[src/exu_pkg.sv]
package exu_pkg;

  parameter int XLEN = 32;

  typedef enum logic [3:0] {
    ALU_ADD,
    ALU_SUB,
    ALU_AND,
    ALU_OR,
    ALU_XOR,
    ALU_SLL,
    ALU_SRL,
    ALU_SRA,
    ALU_SLT,
    ALU_SLTU
  } alu_op_e;

  // BR_NONE marks a non-branch operation
  typedef enum logic [2:0] {
    BR_NONE,
    BR_BEQ,
    BR_BNE,
    BR_BLT,
    BR_BGE,
    BR_BLTU,
    BR_BGEU
  } brch_op_e;

  typedef enum logic [3:0] {
    MEM_NONE,
    MEM_LB,
    MEM_LH,
    MEM_LW,
    MEM_LBU,
    MEM_LHU,
    MEM_SB,
    MEM_SH,
    MEM_SW
  } mem_op_e;

  // second alu operand source
  typedef enum logic [1:0] {
    SRC_REG,
    SRC_IMM,
    SRC_PC4,
    SRC_PCI
  } src_sel_e;

  typedef struct packed {
    logic [XLEN-1:0] pc;
    logic [XLEN-1:0] src1;
    logic [XLEN-1:0] src2;
    logic [XLEN-1:0] imm;
    alu_op_e         alu_op;
    brch_op_e        brch_op;
    mem_op_e         mem_op;
    src_sel_e        src_sel;
  } exu_req_t;

  typedef struct packed {
    logic [XLEN-1:0] res;
    logic            zero;
  } exu_res_t;

  // master to slave
  typedef struct packed {
    logic [XLEN-1:0]   awaddr;
    logic              awvalid;
    logic [XLEN-1:0]   wdata;
    logic [XLEN/8-1:0] wstrb;
    logic              wvalid;
    logic              bready;
    logic [XLEN-1:0]   araddr;
    logic              arvalid;
    logic              rready;
  } axil_req_t;

  // slave to master
  typedef struct packed {
    logic            awready;
    logic            wready;
    logic [1:0]      bresp;
    logic            bvalid;
    logic            arready;
    logic [XLEN-1:0] rdata;
    logic [1:0]      rresp;
    logic            rvalid;
  } axil_rsp_t;

endpackage

[src/exu_lsu.sv]
`timescale 1ns/1ps

module exu_lsu import exu_pkg::*; (
  input  logic            clk,
  input  logic            i_rst_n,
  input  logic            i_start,
  input  logic [XLEN-1:0] i_addr,
  input  logic [XLEN-1:0] i_wdata,
  input  mem_op_e         i_mem_op,
  output logic            o_done,
  output logic [XLEN-1:0] o_rdata,
  output axil_req_t       o_axi,
  input  axil_rsp_t       i_axi
);

  typedef enum logic [2:0] {
    IDLE,
    WRITE,
    WRESP,
    READ,
    RDATA
  } lsu_state_e;

  lsu_state_e        state;
  logic              aw_valid;
  logic              w_valid;
  logic              b_ready;
  logic              ar_valid;
  logic              r_ready;
  logic              done;
  logic [XLEN-1:0]   addr_q;
  mem_op_e           op_q;
  logic [XLEN-1:0]   wdata_q;
  logic [XLEN/8-1:0] wstrb_q;
  logic [XLEN-1:0]   rdata_q;
  logic              start_store;
  logic [XLEN-1:0]   st_data;
  logic [XLEN/8-1:0] st_strb;
  logic [XLEN-1:0]   byte_sel;
  logic [XLEN-1:0]   half_sel;
  logic [XLEN-1:0]   load_ext;

  assign start_store = i_mem_op inside {MEM_SB, MEM_SH, MEM_SW};

  // replicate into every lane, the strobe picks the one that counts
  always_comb begin
    case (i_mem_op)
      MEM_SB: begin
        st_data = {4{i_wdata[7:0]}};
        st_strb = 4'b0001 << i_addr[1:0];
      end
      MEM_SH: begin
        st_data = {2{i_wdata[15:0]}};
        st_strb = 4'b0011 << {i_addr[1], 1'b0};
      end
      default: begin
        st_data = i_wdata;
        st_strb = 4'b1111;
      end
    endcase
  end

  always_comb begin
    byte_sel = i_axi.rdata >> {addr_q[1:0], 3'b000};
    half_sel = i_axi.rdata >> {addr_q[1], 4'b0000};
    case (op_q)
      MEM_LB:  load_ext = {{24{byte_sel[7]}}, byte_sel[7:0]};
      MEM_LBU: load_ext = {24'b0, byte_sel[7:0]};
      MEM_LH:  load_ext = {{16{half_sel[15]}}, half_sel[15:0]};
      MEM_LHU: load_ext = {16'b0, half_sel[15:0]};
      default: load_ext = i_axi.rdata;
    endcase
  end

  always_ff @(posedge clk or negedge i_rst_n) begin
    if (!i_rst_n) begin
      state    <= IDLE;
      aw_valid <= 1'b0;
      w_valid  <= 1'b0;
      b_ready  <= 1'b0;
      ar_valid <= 1'b0;
      r_ready  <= 1'b0;
      done     <= 1'b0;
    end else begin
      done <= 1'b0;
      case (state)
        IDLE: begin
          if (i_start && start_store) begin
            aw_valid <= 1'b1;
            w_valid  <= 1'b1;
            state    <= WRITE;
          end else if (i_start) begin
            ar_valid <= 1'b1;
            state    <= READ;
          end
        end
        WRITE: begin
          // aw and w may complete on different edges
          if (i_axi.awready) begin
            aw_valid <= 1'b0;
          end
          if (i_axi.wready) begin
            w_valid <= 1'b0;
          end
          if ((!aw_valid || i_axi.awready) && (!w_valid || i_axi.wready)) begin
            b_ready <= 1'b1;
            state   <= WRESP;
          end
        end
        WRESP: begin
          if (i_axi.bvalid) begin
            b_ready <= 1'b0;
            done    <= 1'b1;
            state   <= IDLE;
          end
        end
        READ: begin
          if (i_axi.arready) begin
            ar_valid <= 1'b0;
            r_ready  <= 1'b1;
            state    <= RDATA;
          end
        end
        RDATA: begin
          if (i_axi.rvalid) begin
            r_ready <= 1'b0;
            done    <= 1'b1;
            state   <= IDLE;
          end
        end
        default: begin
          state <= IDLE;
        end
      endcase
    end
  end

  always_ff @(posedge clk) begin
    if (state == IDLE && i_start) begin
      addr_q  <= i_addr;
      op_q    <= i_mem_op;
      wdata_q <= st_data;
      wstrb_q <= st_strb;
    end
    if (state == RDATA && i_axi.rvalid) begin
      rdata_q <= load_ext;
    end
  end

  always_comb begin
    o_axi.awaddr  = {addr_q[XLEN-1:2], 2'b00};
    o_axi.awvalid = aw_valid;
    o_axi.wdata   = wdata_q;
    o_axi.wstrb   = wstrb_q;
    o_axi.wvalid  = w_valid;
    o_axi.bready  = b_ready;
    o_axi.araddr  = {addr_q[XLEN-1:2], 2'b00};
    o_axi.arvalid = ar_valid;
    o_axi.rready  = r_ready;
  end

  assign o_done  = done;
  assign o_rdata = rdata_q;

endmodule

[config.mk]
export PLATFORM = sky130hd
export DESIGN_NAME = exu_lsu
export DESIGN_NICKNAME = d
export VERILOG_FILES = /design/src/exu_pkg.sv /design/src/exu_lsu.sv
export SDC_FILE = /design/constraint.sdc
export NUM_CORES = 1
export LEC_CHECK = 0
export CAP_MARGIN = 20
export CORE_ASPECT_RATIO = 0.6
export CORE_UTILIZATION = 50
export CTS_CLUSTER_SIZE = 8
export DETAILED_ROUTE_END_ITERATION = 12
export DONT_BUFFER_PORTS = 1
export RECOVER_POWER = 50
export SLEW_MARGIN = 20
export SYNTH_ARGS = -nofsm -noshare
export SYNTH_HDL_FRONTEND = slang
export SYNTH_SLANG_ARGS = --single-unit
[constraint.sdc]
create_clock -name clk -period 7.1 [get_ports clk]
set_clock_uncertainty 0.1 [all_clocks]
set_input_delay 0.355 -clock clk [delete_from_list [all_inputs] [get_ports clk]]
set_output_delay 0.355 -clock clk [all_outputs]
set_load 0.02 [all_outputs]
==> run_results.csv <==
group,metric,value,unit
run_status,outcome,"completed",
critical_path,path_class,"flip-flop to flip-flop",
critical_path,worstPathRequired,7130,ps
die,ios,250,
synth,yosys_register_bits,113,
detailed_routing,vias,3333,
detailed_routing,drcViolationCount,0,
clock_network,post_cts_buffers,0,
final_layout,area_delta_synth_final,12.4,%
power,powerDensity,361,nW/um^2
sta,finalSetupViolCount,0,
sta,finalHoldWorstSlack,26.6,ps
synth,post_synth.cell_area_avg,12.8,sq um
detailed_routing,wl_per_cell,21.5,microns
clock_network,post_cts_resized,0,
flow_run,max_cap_viol_count,0,
power,p_sw,0.705,mW
synth,syn-cell-area,5500,sq um
final_layout,diodes,0,
clock_network,cts.hold.buffers_added,50,
power,ir_worst_vdd,0.202,mV
synth,synth_top_cell_by_area,"edfxtp_1",
sta,tightest_slew,1080,ps
global_routing,grt_pass1_wl,18400,microns
die,dieArea,11400,sq um
critical_path,cp_slowest_stage_delay,900,ps
detailed_routing,viasPerCell,5.79,
synth,yosysMostFrequentCell,"edfxtp_1",
clock_network,cts_buffer_depth,2,
sta,fin_setup_tns,0,ps
global_routing,grt_pass1_vias,3215,
placed_design,dp_slack,4720,ps
critical_path,path_cells,"inv_1, a31oi_1, a21boi_1, a221o_1",
sta,min_period,2410,ps
critical_path,path_buf_inv,1,
min_path,whs_path_depth,2,
global_routing,grt_usage,22.2,%
clock_network,clk_pin_slew,60,ps
clock_network,insertion_delay,400,ps
final_layout,drive_gt1_share,12.6,%
critical_path,crit_family,"flip-flops",
sta,fmaxAchievable,414,MHz
die,initial_core_util,51.7,%
synth,synth_common_cells,"edfxtp_1 (104), buf_4 (72), nand2_1 (53)",
clock_network,cts-buffers-inserted,17,
synth,synth_cells,431,
detailed_routing,detail-route-antenna-nets,0,
detailed_routing,drt-pass1-iter-count,4,
synth,yosys-top-cells-area,"edfxtp_1 (57%), buf_4 (9.8%), dfrtp_1 (4.1%)",
power,p_int,1.52,mW
synth,synth_edf_count,104,
min_path,hold_class,"input port to flip-flop",
detailed_routing,drt_iter0_drc,306,
sta,fin_ws,4690,ps
die,core,10600,sq um
detailed_routing,finalWirelength,12400,microns
critical_path,reg2reg_depth,4,
power,power.share.sequential,51.1,%
clock_network,cts_tree,"yes",
synth,post_synth_num_cell_types,49,
die,die_w,137,microns
clock_network,cts_max_level,4,
synth,yosysWarnings,0,
sta,hold_viol_final,0,
clock_network,root_buffer,"clkbuf_16",
critical_path,cp-end-kind,"flip-flop",
placed_design,portBuffers,0,
synth,async_flop_share,7.96,%
sta,drv_slew,0,
critical_path,cp.depth,4,
sta,rsz0062_at_grt,"no",
critical_path,slowest_stage,"edfxtp_1",
final_layout,nNetsFinal,536,
die,rows,29,
critical_path,cp_max_fo,21,
synth,seq_area_frac_synth,60.9,%
power,switching_share,31.6,%
placed_design,routabilityCongestion,0.847,
synth,yosys.area.top_type_share,56.8,%
power,p_leak,2.29,nW
critical_path,cp.arrival,2450,ps
die,die_h,83.2,microns
placed_design,dp_cells,494,
power,clockPowerShare,35.7,%
clock_network,clock_sinks,113,
power,p_comb_share,13.2,%
placed_design,hpwlAfterDp,8440,microns
final_layout,stdcell_count,576,
global_routing,antenna_found_initial,0,
sta,min_period_over_period,34.0,%
sta,max_slew_margin,27.9,%
global_routing,grt-ovfl-total,0,
critical_path,cp-start-kind,"flip-flop",
final_layout,utilization,58.1,%
synth,synth_flop_cell,"edfxtp_1",
global_routing,grt_start_max_net_pins,76,
## flip-flops by register name, indices dropped and copies added (netlist names)
name and cells:
state 3, addr_q 32, r_ready 1, o_rdata 32
aw_valid 1, op_q 4, wstrb_q 4, wdata_q 32
o_done 1, ar_valid 1, w_valid 1, b_ready 1
## logic make-up (layout without fill, tap and decap cells)
kind of cell              count (synthesis)  count (layout)  synth area share (%)
AOI/OAI and AO/OA                        92              92                  11.7
other                                     1               4                0.0682
DFF                                     113             113                  60.9
muxes                                    30              30                  6.47
xor gates and xnor gates                  1               1                 0.159
buffers and inverters                    89              92                  11.2
and+or+nand+nor                         105             105                  9.43
## power groups by stage
stage | clock [mW] | sequential, mW | combinational [mW]
after floorplan | 0 | 1.01 | 0.440
after global placement | 0 | 1.15 | 0.261
after detailed placement | 0 | 1.15 | 0.268
after CTS | 0.816 | 1.14 | 0.294
after global routing | 0.845 | 1.16 | 0.326
final | 0.797 | 1.14 | 0.293
## layout make-up
| cell class | count | area, sq um |
|---|---|---|
| clock buffer | 19 | 433 |
| inverter | 5 | 18.8 |
| multi-input combinational | 232 | 1550 |
| sequential | 113 | 3350 |
| fill | 884 | 4460 |
| timing repair buffer | 55 | 531 |
| clock inverter | 13 | 120 |
| tap | 139 | 174 |
## worst reg2reg max path: stages, from the launching register on
cell      delay (ps)
edfxtp_1         900
inv_1            380
a31oi_1          250
a21boi_1         160
a221o_1          370
## through the flow
stage               total power [mW]  instance area (sq um)
floorplan                       1.45                   5510
global placement                1.41                   5130
detailed placement              1.42                   5130
CTS                             2.25                   6190
global route                    2.33                   6180
finish                          2.23                   6180
## cell usage in the layout (no fill, tap or decap), types with 2 or more instances in the layout
| master | Yosys | routed |
|---|---|---|
| nand4b_1 | 4 | 4 |
| dlygate4sd3_1 | 0 | 50 |
| clkinvlp_4 | 0 | 3 |
| mux4_2 | 3 | 3 |
| mux2i_1 | 13 | 13 |
| nand3_1 | 7 | 7 |
| nand3b_1 | 5 | 5 |
| mux2_2 | 14 | 14 |
| nor2_1 | 14 | 15 |
| nand2b_1 | 6 | 6 |
| a31oi_1 | 10 | 10 |
| nor2b_1 | 4 | 4 |
| edfxtp_1 | 104 | 104 |
| nand2_1 | 53 | 53 |
| o21ai_0 | 25 | 25 |
| a221o_1 | 8 | 8 |
| clkinv_1 | 1 | 3 |
| clkinv_2 | 0 | 6 |
| clkbuf_16 | 0 | 17 |
| o41ai_1 | 2 | 2 |
| and3_1 | 3 | 3 |
| inv_1 | 4 | 4 |
| a21o_1 | 16 | 16 |
| a22oi_1 | 4 | 4 |
| conb_1 | 1 | 4 |
| a211o_1 | 3 | 3 |
| buf_4 | 72 | 3 |
| a2bb2oi_1 | 4 | 4 |
| bufinv_16 | 0 | 2 |
| dfrtp_1 | 9 | 9 |
| a21oi_1 | 9 | 9 |
| clkbuf_1 | 6 | 4 |
## final timing paths
kind / start / end / slack, ps
hold reg to reg: state[2]$_DFFE_PN0P_ / state[0]$_DFFE_PN0P_ / 510
hold / removal: i_axi[36] / o_done$_DFF_PN0_ / 30
max in group asynchronous: i_rst_n / aw_valid$_DFFE_PN0P_ / 6380
setup / recovery: addr_q[1]$_DFFE_PP_ / o_rdata[4]$_DFFE_PP_ / 4690
setup reg to reg: addr_q[1]$_DFFE_PP_ / o_rdata[4]$_DFFE_PP_ / 4690
min in group asynchronous: i_rst_n / w_valid$_DFFE_PN0P_ / 220
## metal layers
metal | track usage, % | share of wire [%]
met1 | 29.2 | 43
met2 | 33.0 | 46
met3 | 8.97 | 9.8
met4 | 7.59 | 0.91
met5 | 0 | 0
(Power assumes the default switching activity.)
