### config.mk
export PLATFORM = sky130hd
export DESIGN_NAME = wb_fifo
export DESIGN_NICKNAME = d
export VERILOG_FILES = /design/src/exu_pkg.sv /design/src/wb_fifo.sv
export SDC_FILE = /design/constraint.sdc
export NUM_CORES = 1
export LEC_CHECK = 0
export ABC_CLOCK_PERIOD_IN_PS = 1900
export BUFFER_PORTS_ARGS = -buffer_cell sky130_fd_sc_hd__buf_2
export CORE_MARGIN = 2
export CORE_UTILIZATION = 45
export CTS_CLUSTER_DIAMETER = 80
export DETAILED_ROUTE_END_ITERATION = 10
export PLACE_DENSITY = 0.68
export SYNTH_ARGS = -nofsm -noshare
export SYNTH_HDL_FRONTEND = slang
export SYNTH_SLANG_ARGS = --single-unit
### constraint.sdc
create_clock -name clk -period 1.9 [get_ports clk]
set_clock_uncertainty 0.15 [all_clocks]
set_input_delay 0.38 -clock clk [delete_from_list [all_inputs] [get_ports clk]]
set_output_delay 0.38 -clock clk [all_outputs]
set_load 0.01 [all_outputs]
### src/exu_pkg.sv
package exu_pkg;

  parameter int XLEN = 32;

  typedef enum logic [3:0] {
    ALU_ADD,
    ALU_SUB,
    ALU_AND,
    ALU_OR,
    ALU_XOR,
    ALU_SLL,
    ALU_SRL,
    ALU_SRA,
    ALU_SLT,
    ALU_SLTU
  } alu_op_e;

  // BR_NONE marks a non-branch operation
  typedef enum logic [2:0] {
    BR_NONE,
    BR_BEQ,
    BR_BNE,
    BR_BLT,
    BR_BGE,
    BR_BLTU,
    BR_BGEU
  } brch_op_e;

  typedef enum logic [3:0] {
    MEM_NONE,
    MEM_LB,
    MEM_LH,
    MEM_LW,
    MEM_LBU,
    MEM_LHU,
    MEM_SB,
    MEM_SH,
    MEM_SW
  } mem_op_e;

  // second alu operand source
  typedef enum logic [1:0] {
    SRC_REG,
    SRC_IMM,
    SRC_PC4,
    SRC_PCI
  } src_sel_e;

  typedef struct packed {
    logic [XLEN-1:0] pc;
    logic [XLEN-1:0] src1;
    logic [XLEN-1:0] src2;
    logic [XLEN-1:0] imm;
    alu_op_e         alu_op;
    brch_op_e        brch_op;
    mem_op_e         mem_op;
    src_sel_e        src_sel;
  } exu_req_t;

  typedef struct packed {
    logic [XLEN-1:0] res;
    logic            zero;
  } exu_res_t;

  // master to slave
  typedef struct packed {
    logic [XLEN-1:0]   awaddr;
    logic              awvalid;
    logic [XLEN-1:0]   wdata;
    logic [XLEN/8-1:0] wstrb;
    logic              wvalid;
    logic              bready;
    logic [XLEN-1:0]   araddr;
    logic              arvalid;
    logic              rready;
  } axil_req_t;

  // slave to master
  typedef struct packed {
    logic            awready;
    logic            wready;
    logic [1:0]      bresp;
    logic            bvalid;
    logic            arready;
    logic [XLEN-1:0] rdata;
    logic [1:0]      rresp;
    logic            rvalid;
  } axil_rsp_t;

endpackage

### src/wb_fifo.sv
`timescale 1ns/1ps

module wb_fifo import exu_pkg::*; #(
  parameter int FIFO_DEPTH = 4
) (
  input  logic     clk,
  input  logic     i_rst_n,
  input  exu_res_t i_data,
  input  logic     i_valid,
  output logic     o_ready,
  output exu_res_t o_data,
  output logic     o_valid,
  input  logic     i_ready
);

  localparam int PW = (FIFO_DEPTH > 1) ? $clog2(FIFO_DEPTH) : 1;
  localparam int CW = $clog2(FIFO_DEPTH + 1);

  exu_res_t      mem [FIFO_DEPTH];
  logic [PW-1:0] wr_ptr;
  logic [PW-1:0] rd_ptr;
  logic [CW-1:0] count;
  logic          push;
  logic          pop;

  // full but popping still frees a slot this cycle
  assign o_ready = (count < CW'(FIFO_DEPTH)) || i_ready;
  assign o_valid = (count != '0);
  assign o_data  = mem[rd_ptr];
  assign push    = i_valid && o_ready;
  assign pop     = o_valid && i_ready;

  always_ff @(posedge clk or negedge i_rst_n) begin
    if (!i_rst_n) begin
      wr_ptr <= '0;
      rd_ptr <= '0;
      count  <= '0;
    end else begin
      if (push) begin
        wr_ptr <= (wr_ptr == PW'(FIFO_DEPTH - 1)) ? '0 : wr_ptr + 1'b1;
      end
      if (pop) begin
        rd_ptr <= (rd_ptr == PW'(FIFO_DEPTH - 1)) ? '0 : rd_ptr + 1'b1;
      end
      if (push && !pop) begin
        count <= count + 1'b1;
      end else if (pop && !push) begin
        count <= count - 1'b1;
      end
    end
  end

  always_ff @(posedge clk) begin
    if (push) begin
      mem[wr_ptr] <= i_data;
    end
  end

endmodule
==> flow_summary.yaml, run 1 <==
die:
  die_y_um: 112
  dieArea_um2: 12500
  rows: 39
  dieWidth_um: 112
  io_pins: 72
  initial_core_util_pct: 46.0
  core-area_um2: 11400
sta:
  fmaxAchievable_mhz: 437
  maxSlewHeadroom_pct: 75.9
  drv_slew: 0
  worstMarginPinSlew_ns: 0.362
  final_hold_viol_count: 0
  period_needed_ns: 2.29
  worst_slack_ns: -0.386
  rsz0062_at_grt: "true"
  setup_violations: 35
  period_share_pct: 120
clocking:
  cts-root-to-sink-buffers: 2
  root_buffer: "clkbuf_16"
  cts_max_level: 4
  clk_latency_ns: 0.41
  cts_sinks: 139
  cts_tree: "built"
  cts_buffers: 17
  clkSlewWorstSetupHoldPaths_ns: 0.06
global_routing:
  grt_pass1_vias: 2562
  grt_pass1_wl_mm: 13.9
  grt_usage_pct: 15.4
  antenna_found_initial: 2
  grt_max_degree: 24
  grt_overflow: 0
yosys:
  yosys_warnings: 0
  ys_types: 22
  yosysTopAreaCellShare_pct: 75.5
  synth-edff-count: 132
  ys_ff_latch: 139
  synthTopCellsByArea: "edfxtp_1 (76%), mux4_2 (12%), dfrtp_1 (3.3%)"
  syn-cell-area_um2: 5250
  async_reset_ff_share_pct: 5.04
  synth_cells: 212
  yosysTopAreaCell: "edfxtp_1"
  postSynthNetCount: 256
  synth.avg_cell_area_um2: 24.8
  synth-main-ff-cell: "edfxtp_1"
  yosysSeqAreaShare_pct: 78.9
finish:
  final_cell_mix: "edfxtp_1 (132), buf_2 (50), mux4_2 (33)"
  antennaDiodeCount: 0
  final_common_cell: "edfxtp_1"
  fin_nets: 372
  final_cells: 484
  area_growth_syn_to_layout_pct: 31.5
  final_util_pct: 60.5
  drive_gt1_share_pct: 52.8
pwr:
  vdd_drop_max_uv: 800
  combPwrFrac_pct: 32.7
  power_density_nw_per_um2: 1660
  pwr-share-clk_pct: 31.4
  seqPwrFrac_pct: 35.9
  total_power_uw: 11400
  p_sw_share_pct: 25.6
  switchingPower_uw: 2930
  cellLeakagePower_uw: 0.00249
  p_int_uw: 8510
detailed_routing:
  wire_per_inst_um: 18.8
  wirelength_mm: 9.10
  first_pass_iters: 4
  dr.first_iter.drc_count: 158
  via_count: 2474
  routed_via_density: 5.11
  drc: 0
  ant_nets: 0
hold_path:
  hold_end: "mem[2][11]"
  hold_path_class: "input port to register"
  min_path_cells: 1
  worstHoldStart: "i_data[11]"
setup_path:
  crit_family: "multiplexers"
  worst-r2r-cell-count: 8
  cp_common_cell: "buf_12"
  end_kind: "output pin"
  crit_slowest_cell: "mux4_2"
  crit_type: "register to output pin"
  cp.arrival_ns: 1.76
  start_kind: "register"
  worstPathMaxFanout: 6
  r2r-start: "count[2]"
  timing.rr.end: "count[2]"
  reg2reg_slack_ns: -0.14
  critical-path-max-stage-delay_ns: 0.53
  cp_num_buf_inv: 3
  cp.required_ns: 1.37
  cp_cell_sequence: "buf_12 > buf_12 > mux4_2 > buf_6"
place:
  gp_congestion: 0.751
  io_buffer_count: 71
  dp.cells: 442
  dp_hpwl_mm: 5.47
status:
  status: "complete, but fails checks"
  violations: "negative setup slack"
job:
  maxCapViolCount: 0
==> layout make-up <==
cell class,count,area (µm²)
fillers,848,4520
flip-flops and latches,139,4140
multi-input cells,61,1030
repair buffers,106,892
clock buffers,17,425
clock inverters,15,226
well taps,143,179
inverters,3,11.3
==> worst max-delay path by stage <==
stage               from          to  slack [ns]  cells after the start
6_report       rd_ptr[0]   o_data[4]       -0.39                      4
4_1_cts        rd_ptr[0]  o_data[10]       -0.41                      4
5_1_grt        rd_ptr[0]   o_data[4]       -0.47                      4
3_3_place_gp    count[2]    count[2]       -0.05                      8
3_5_place_dp    count[2]    count[2]       -0.13                      8
2_1_floorplan   count[0]    count[2]       -0.11                      8
==> cell families after synthesis <==
kind of cell	synth area share [%]
buffers and inverters	2.03
adder cells (fa/ha/maj)	1.81
multiplexers	15.2
XOR/XNOR	0.501
AND/OR/NAND/NOR	1.45
flip-flops	78.9
AO/OA/AOI/OAI	0.191
==> per-stage QoR <==
step / instance area (µm²) / TNS, ns / hold slack [ns] / setup WS (ns)
global placement: 5980 / -0.109 / 0.0692 / -0.0456
CTS: 6770 / -12.86 / 0.0164 / -0.407
finish: 6900 / -12.24 / 0.0343 / -0.386
global route: 6900 / -15.00 / 0.0177 / -0.470
floorplan: 5280 / -0.200 / -0.0656 / -0.113
detailed placement: 5980 / -0.213 / 0.0742 / -0.126
==> flip-flops by register name (all words and copies together) (netlist names) <==
name / flops
wr_ptr: 2
rd_ptr: 2
mem: 132
count: 3
==> cells in the mapped netlist, types with 2 or more instances <==
cell,instances
o21ai_0,2
mux4_1,5
inv_1,3
buf_2,4
dfrtp_1,7
buf_12,3
ha_1,6
edfxtp_1,132
mux2_2,3
xor2_1,2
nand3_1,2
mux4_2,28
and3_1,4
nor2_1,3
==> power by group through the flow <==
stage / sequential [µW] / combinational, µW / clock [µW]
final: 4110 / 3750 / 3590
after global routing: 4160 / 4040 / 3790
after CTS: 4110 / 3500 / 3650
after detailed placement: 4180 / 3090 / 0
after global placement: 4160 / 3060 / 0
after floorplan: 4110 / 1990 / 0
==> timing repair <==
action / CTS / global route
pin swaps: 1 / 0
cloned: 1 / 1
setup buffers: 5 / 3
hold buffers: 1 / 0
hold endpoints to repair: 7 / 0
resized for setup: 16 / 22
endpoints found under the setup margin: 36 / 52
==> worst reg2reg max path: stages, from the launching register on <==
cell and delay, ns:
dfrtp_1 0.38, or3_4 0.42, nand2_4 0.08, ha_4 0.13, inv_2 0.04, fa_2 0.32, xor2_1 0.16, nor2_1 0.12
xor2_1 0.15
==> layer usage <==
metal / up-vias / wire (µm) / global-route usage (%)
met2: 72 / 4460 / 22.5
met5: - / 0 / 0
li1: 1121 / - / -
met3: 6 / 529 / 6.97
met4: 0 / 64 / 5.53
met1: 1275 / 4050 / 20.7
No activity file was read; power rests on OpenSTA's default activity.
==> inputs of run 2 (changes only) <==
CTS_CLUSTER_DIAMETER = not set   (was 80)
PLACE_DENSITY = 0.67   (was 0.68)
==> run 2 against run 1 <==
  * The flow still finishes with violations (negative setup slack)
  * Non-clock buffer count decreased by 7
  * Total power shrank 3.9%
  * Register-to-register slack improved by 0.03 ns
  * Maximum frequency grew 0.42%
  * Cell area down 1.6%
  * Die area is the same
  * Via count fell by 1.3%
  * Sequential cell count did not move
  * Critical path type unchanged
  * Largest cell class unchanged
==> flow_summary.yaml, run 2 (synthesis results as in run 1) <==
clocking:
  cts_tree: "built"
  root_buffer: "clkbuf_16"
  cts_buffers: 17
  clkSlewWorstSetupHoldPaths_ns: 0.05
  clk_latency_ns: 0.42
  cts_max_level: 4
  cts_sinks: 139
  cts-root-to-sink-buffers: 2
global_routing:
  grt_usage_pct: 15.3
  grt_pass1_vias: 2604
  antenna_found_initial: 0
  grt_pass1_wl_mm: 13.9
  grt_overflow: 0
  grt_max_degree: 34
sta:
  final_hold_viol_count: 0
  period_needed_ns: 2.28
  worst_slack_ns: -0.377
  worst_hold_slack_ns: 0.0250
  worstMarginPinSlew_ns: 0.211
  drv_slew: 0
  maxSlewHeadroom_pct: 85.9
  period_share_pct: 120
  fmaxAchievable_mhz: 439
  rsz0062_at_grt: "true"
  setup_violations: 35
pwr:
  cellLeakagePower_uw: 0.00243
  power_density_nw_per_um2: 1620
  vdd_drop_max_uv: 931
job:
  maxCapViolCount: 0
detailed_routing:
  wire_per_inst_um: 18.7
  ant_nets: 0
  wirelength_mm: 8.91
  dr.first_iter.drc_count: 141
  first_pass_iters: 4
  drc: 0
  via_count: 2443
  routed_via_density: 5.12
setup_path:
  startpoint: "rd_ptr[0]"
  endpoint: "o_data[12]"
  timing.rr.end: "count[2]"
  cp.required_ns: 1.37
  r2r-start: "count[0]"
  reg2reg_slack_ns: -0.11
  crit_type: "register to output pin"
  worstPathMaxFanout: 7
  worst-r2r-cell-count: 8
  end_kind: "output pin"
  cp.arrival_ns: 1.75
  start_kind: "register"
die:
  die_y_um: 112
  dieArea_um2: 12500
  initial_core_util_pct: 46.0
  rows: 39
  io_pins: 72
  core-area_um2: 11400
  dieWidth_um: 112
finish:
  regMostFlops: "mem"
  stdcell_area_um2: 6800
  multi_input_area_um2: 1020
  reg_top3: "mem x132, count x3"
  antennaDiodeCount: 0
  fin_nets: 365
  final_util_pct: 59.5
  area_growth_syn_to_layout_pct: 29.5
  largest_reg_flops: 132
  final-seq-area_um2: 4140
  drive_gt1_share_pct: 51.8
  final_cell_mix: "edfxtp_1 (132), buf_2 (50), mux4_2 (33)"
  fill_cells: 835
  final_common_cell: "edfxtp_1"
place:
  gp_congestion: 0.770
  dp_hpwl_mm: 5.31
  io_buffer_count: 71
  placed_cell_area_um2: 5950
status:
  status: "complete, but fails checks"
  violations: "negative setup slack"
hold_path:
  hold_path_class: "input port to register"
## run 2: critical path, cell delays in order (launching register included)
cell and delay [ns]:
dfrtp_2 0.37, buf_12 0.15, buf_12 0.13, mux4_2 0.53, buf_6 0.14
## run 2: area by class of cell
class	count	share of cell area, %
clock buffers	24	6.94
clock inverters	8	1.73
inverters	3	0.166
multi-input cells	61	15.0
flip-flops and latches	139	60.9
well taps	143	2.63
repair buffers	99	12.6
## run 2: worst min path at each step
stage | startpoint | end | cells after the start
3_3_place_gp | i_rst_n | count[0] | 1
5_1_grt | i_data[28] | mem[3][28] | 1
3_5_place_dp | i_rst_n | count[2] | 1
6_report | i_data[29] | mem[3][29] | 1
4_1_cts | i_data[17] | mem[3][17] | 1
2_1_floorplan | i_rst_n | count[0] | 0
## run 2: what timing repair did
item,in CTS,in global routing
buffers inserted,4,2
cloned,0,2
endpoints found under the setup margin,35,36
hold endpoints to repair,7,0
gates resized for setup,14,20
hold buffers,1,0
pin swaps,3,0
## run 2: power breakdown
| group | internal, µW | switching, µW |
|---|---|---|
| combinational | 2080 | 1560 |
| clock | 2120 | 1120 |
| sequential | 3950 | 159 |
## run 2: layer usage
metal | routed length [µm] | up-vias | global-route usage (%)
met5 | 0 | - | 0
met4 | 156 | 0 | 6.34
met3 | 574 | 13 | 6.75
met2 | 4350 | 83 | 23.6
met1 | 3830 | 1239 | 19.2
li1 | - | 1108 | -
## run 2: stage by stage
step	total power (µW)	setup WS, ns	TNS, ns	std cells
floorplan	6110	-0.113	-0.200	212
global placement	7150	-0.0492	-0.0903	436
detailed placement	7200	-0.0979	-0.178	436
CTS	10700	-0.438	-12.65	473
global route	11500	-0.420	-13.67	477
finish	11000	-0.377	-11.98	477
==> inputs of run 3 (changes only) <==
--- a/constraint.sdc
+++ b/constraint.sdc
@@ -4,2 +4,2 @@
 set_output_delay 0.38 -clock clk [all_outputs]
-set_load 0.01 [all_outputs]
+set_load 0.05 [all_outputs]
==> run 3 against run 2 <==
  * The run still ends with negative setup slack left
  * Critical path depth fell by 1
  * Register-to-register slack got worse by 0.03 ns
  * Maximum frequency fell by 1.7%
  * Combinational power rose by 43%
  * Via count rose by 1.3%
  * First-iteration DRC count fell by 14%
  * Sequential share of layout area fell by 0.62 points
  * Clock power rose by 4%
  * Sequential cell count did not move
  * Largest power group is now combinational cells
  * Highest routed layer is now met5
==> flow_summary.yaml, run 3 (synthesis results as in run 1) <==
clocking:
  cts-root-to-sink-buffers: 2
  cts_max_level: 4
  clk_latency_ns: 0.41
  cts_buffers: 17
  clkSlewWorstSetupHoldPaths_ns: 0.06
  cts_tree: "built"
  root_buffer: "clkbuf_16"
  cts_sinks: 139
sta:
  period_needed_ns: 2.32
  setup_tns_ns: -12.46
  rsz0062_at_grt: "true"
  final_hold_viol_count: 0
  worst_slack_ns: -0.415
  worstMarginPinSlew_ns: 0.205
  maxSlewHeadroom_pct: 86.3
  period_share_pct: 122
  setup_violations: 36
  drv_slew: 0
  fmaxAchievable_mhz: 432
die:
  rows: 39
  io_pins: 72
  dieWidth_um: 112
  dieArea_um2: 12500
  die_y_um: 112
  initial_core_util_pct: 46.0
  core-area_um2: 11400
finish:
  final_cells: 476
  fill_cells: 816
  final_util_pct: 60.1
  regMostFlops: "mem"
  antennaDiodeCount: 0
  final_common_cell: "edfxtp_1"
  area_growth_syn_to_layout_pct: 30.8
  final_cell_mix: "edfxtp_1 (132), buf_2 (36), buf_6 (35)"
  reg_top3: "mem x132, count x3"
  fin_nets: 364
  largest_reg_flops: 132
  drive_gt1_share_pct: 51.7
hold_path:
  min_path_cells: 1
  hold_path_class: "input port to register"
  hold_end: "mem[1][27]"
  worstHoldStart: "i_data[27]"
pwr:
  cellLeakagePower_uw: 0.00246
  pwr-share-clk_pct: 26.5
  p_sw_share_pct: 34.3
  power_density_nw_per_um2: 1850
  switchingPower_uw: 4350
  vdd_drop_max_uv: 1360
  seqPwrFrac_pct: 32.4
  p_int_uw: 8340
  total_power_uw: 12700
  combPwrFrac_pct: 41.1
status:
  violations: "negative setup slack"
  status: "complete, but fails checks"
detailed_routing:
  wire_per_inst_um: 19.0
  routed_via_density: 5.20
  wirelength_mm: 9.05
  ant_nets: 0
  dr.first_iter.drc_count: 121
  drc: 0
  via_count: 2474
  first_pass_iters: 4
global_routing:
  grt_pass1_wl_mm: 14.5
  antenna_found_initial: 2
  grt_usage_pct: 16.1
  grt_overflow: 0
  grt_pass1_vias: 2656
  grt_max_degree: 30
setup_path:
  worstPathMaxFanout: 12
  cp.arrival_ns: 1.79
  r2r-start: "count[0]"
  end_kind: "output pin"
  reg2reg_slack_ns: -0.14
  worst-r2r-cell-count: 8
  timing.rr.end: "count[2]"
  start_kind: "register"
  crit_type: "register to output pin"
  cp.required_ns: 1.37
place:
  post-place-ws_ns: -0.102
  gp_congestion: 0.671
  io_buffer_count: 71
  dp.cells: 437
  dp_hpwl_mm: 5.53
job:
  maxCapViolCount: 0
run 3: cell types whose count changed in the layout (fill, tap and decap cells not counted), sizes merged:
cell,previous run,this run
bufinv,3,4
clkbuf,26,19
clkinv,4,7
inv,3,4
buf,96,97
run 3: power groups by stage:
stage	combinational [µW]	clock, µW	sequential, µW
final	5210	3360	4110
after CTS	5230	3420	4120
after global routing	5510	3570	4160
after detailed placement	4500	0	4180
after global placement	4460	0	4150
after floorplan	3440	0	4110
run 3: per-stage QoR:
| stage | instance area, µm² | hold WS [ns] |
|---|---|---|
| 6_report | 6870 | 0.0273 |
| 4_1_cts | 6820 | 0.00855 |
| 3_3_place_gp | 5980 | 0.0755 |
| 2_1_floorplan | 5280 | -0.0656 |
| 3_5_place_dp | 5980 | 0.0738 |
| 5_1_grt | 6870 | 0.0153 |
run 3: metal layers:
metal / share of wire, % / vias up / global-route usage [%]
met3: 5.0 / 17 / 6.31
met1: 42 / 1278 / 19.5
met2: 51 / 62 / 26.1
li1: - / 1113 / -
met4: 1.6 / 4 / 6.59
met5: 0.25 / - / 0
run 3: what timing repair did:
action / CTS / global route
buffers inserted: 3 / 3
cloned: 0 / 0
resized for setup: 72 / 6
hold endpoints to repair: 7 / 0
endpoints found under the setup margin: 37 / 37
pin swaps: 3 / 1
hold buffers: 1 / 0
run 3: how the worst max path moves through the flow:
stage | from | to | cells after the start
after floorplan | count[0] | count[2] | 8
after global routing | rd_ptr[0] | o_data[1] | 3
final | rd_ptr[0] | o_data[0] | 3
after CTS | rd_ptr[0] | o_data[0] | 3
after detailed placement | count[2] | count[2] | 8
after global placement | count[2] | count[2] | 8
run 3: layout make-up:
cell class | count | area [µm²] | area share, %
Sequential cell | 139 | 4140 | 60.3
Multi-Input combinational cell | 61 | 1020 | 14.9
Timing Repair Buffer | 98 | 907 | 13.2
Clock buffer | 19 | 433 | 6.31
Tap cell | 143 | 179 | 2.61
Clock inverter | 13 | 174 | 2.53
Inverter | 3 | 11.3 | 0.164
run 3: critical path, stage by stage (launching register included):
cell,delay (ns)
dfrtp_2,0.44
buf_12,0.18
mux4_1,0.57
buf_6,0.17
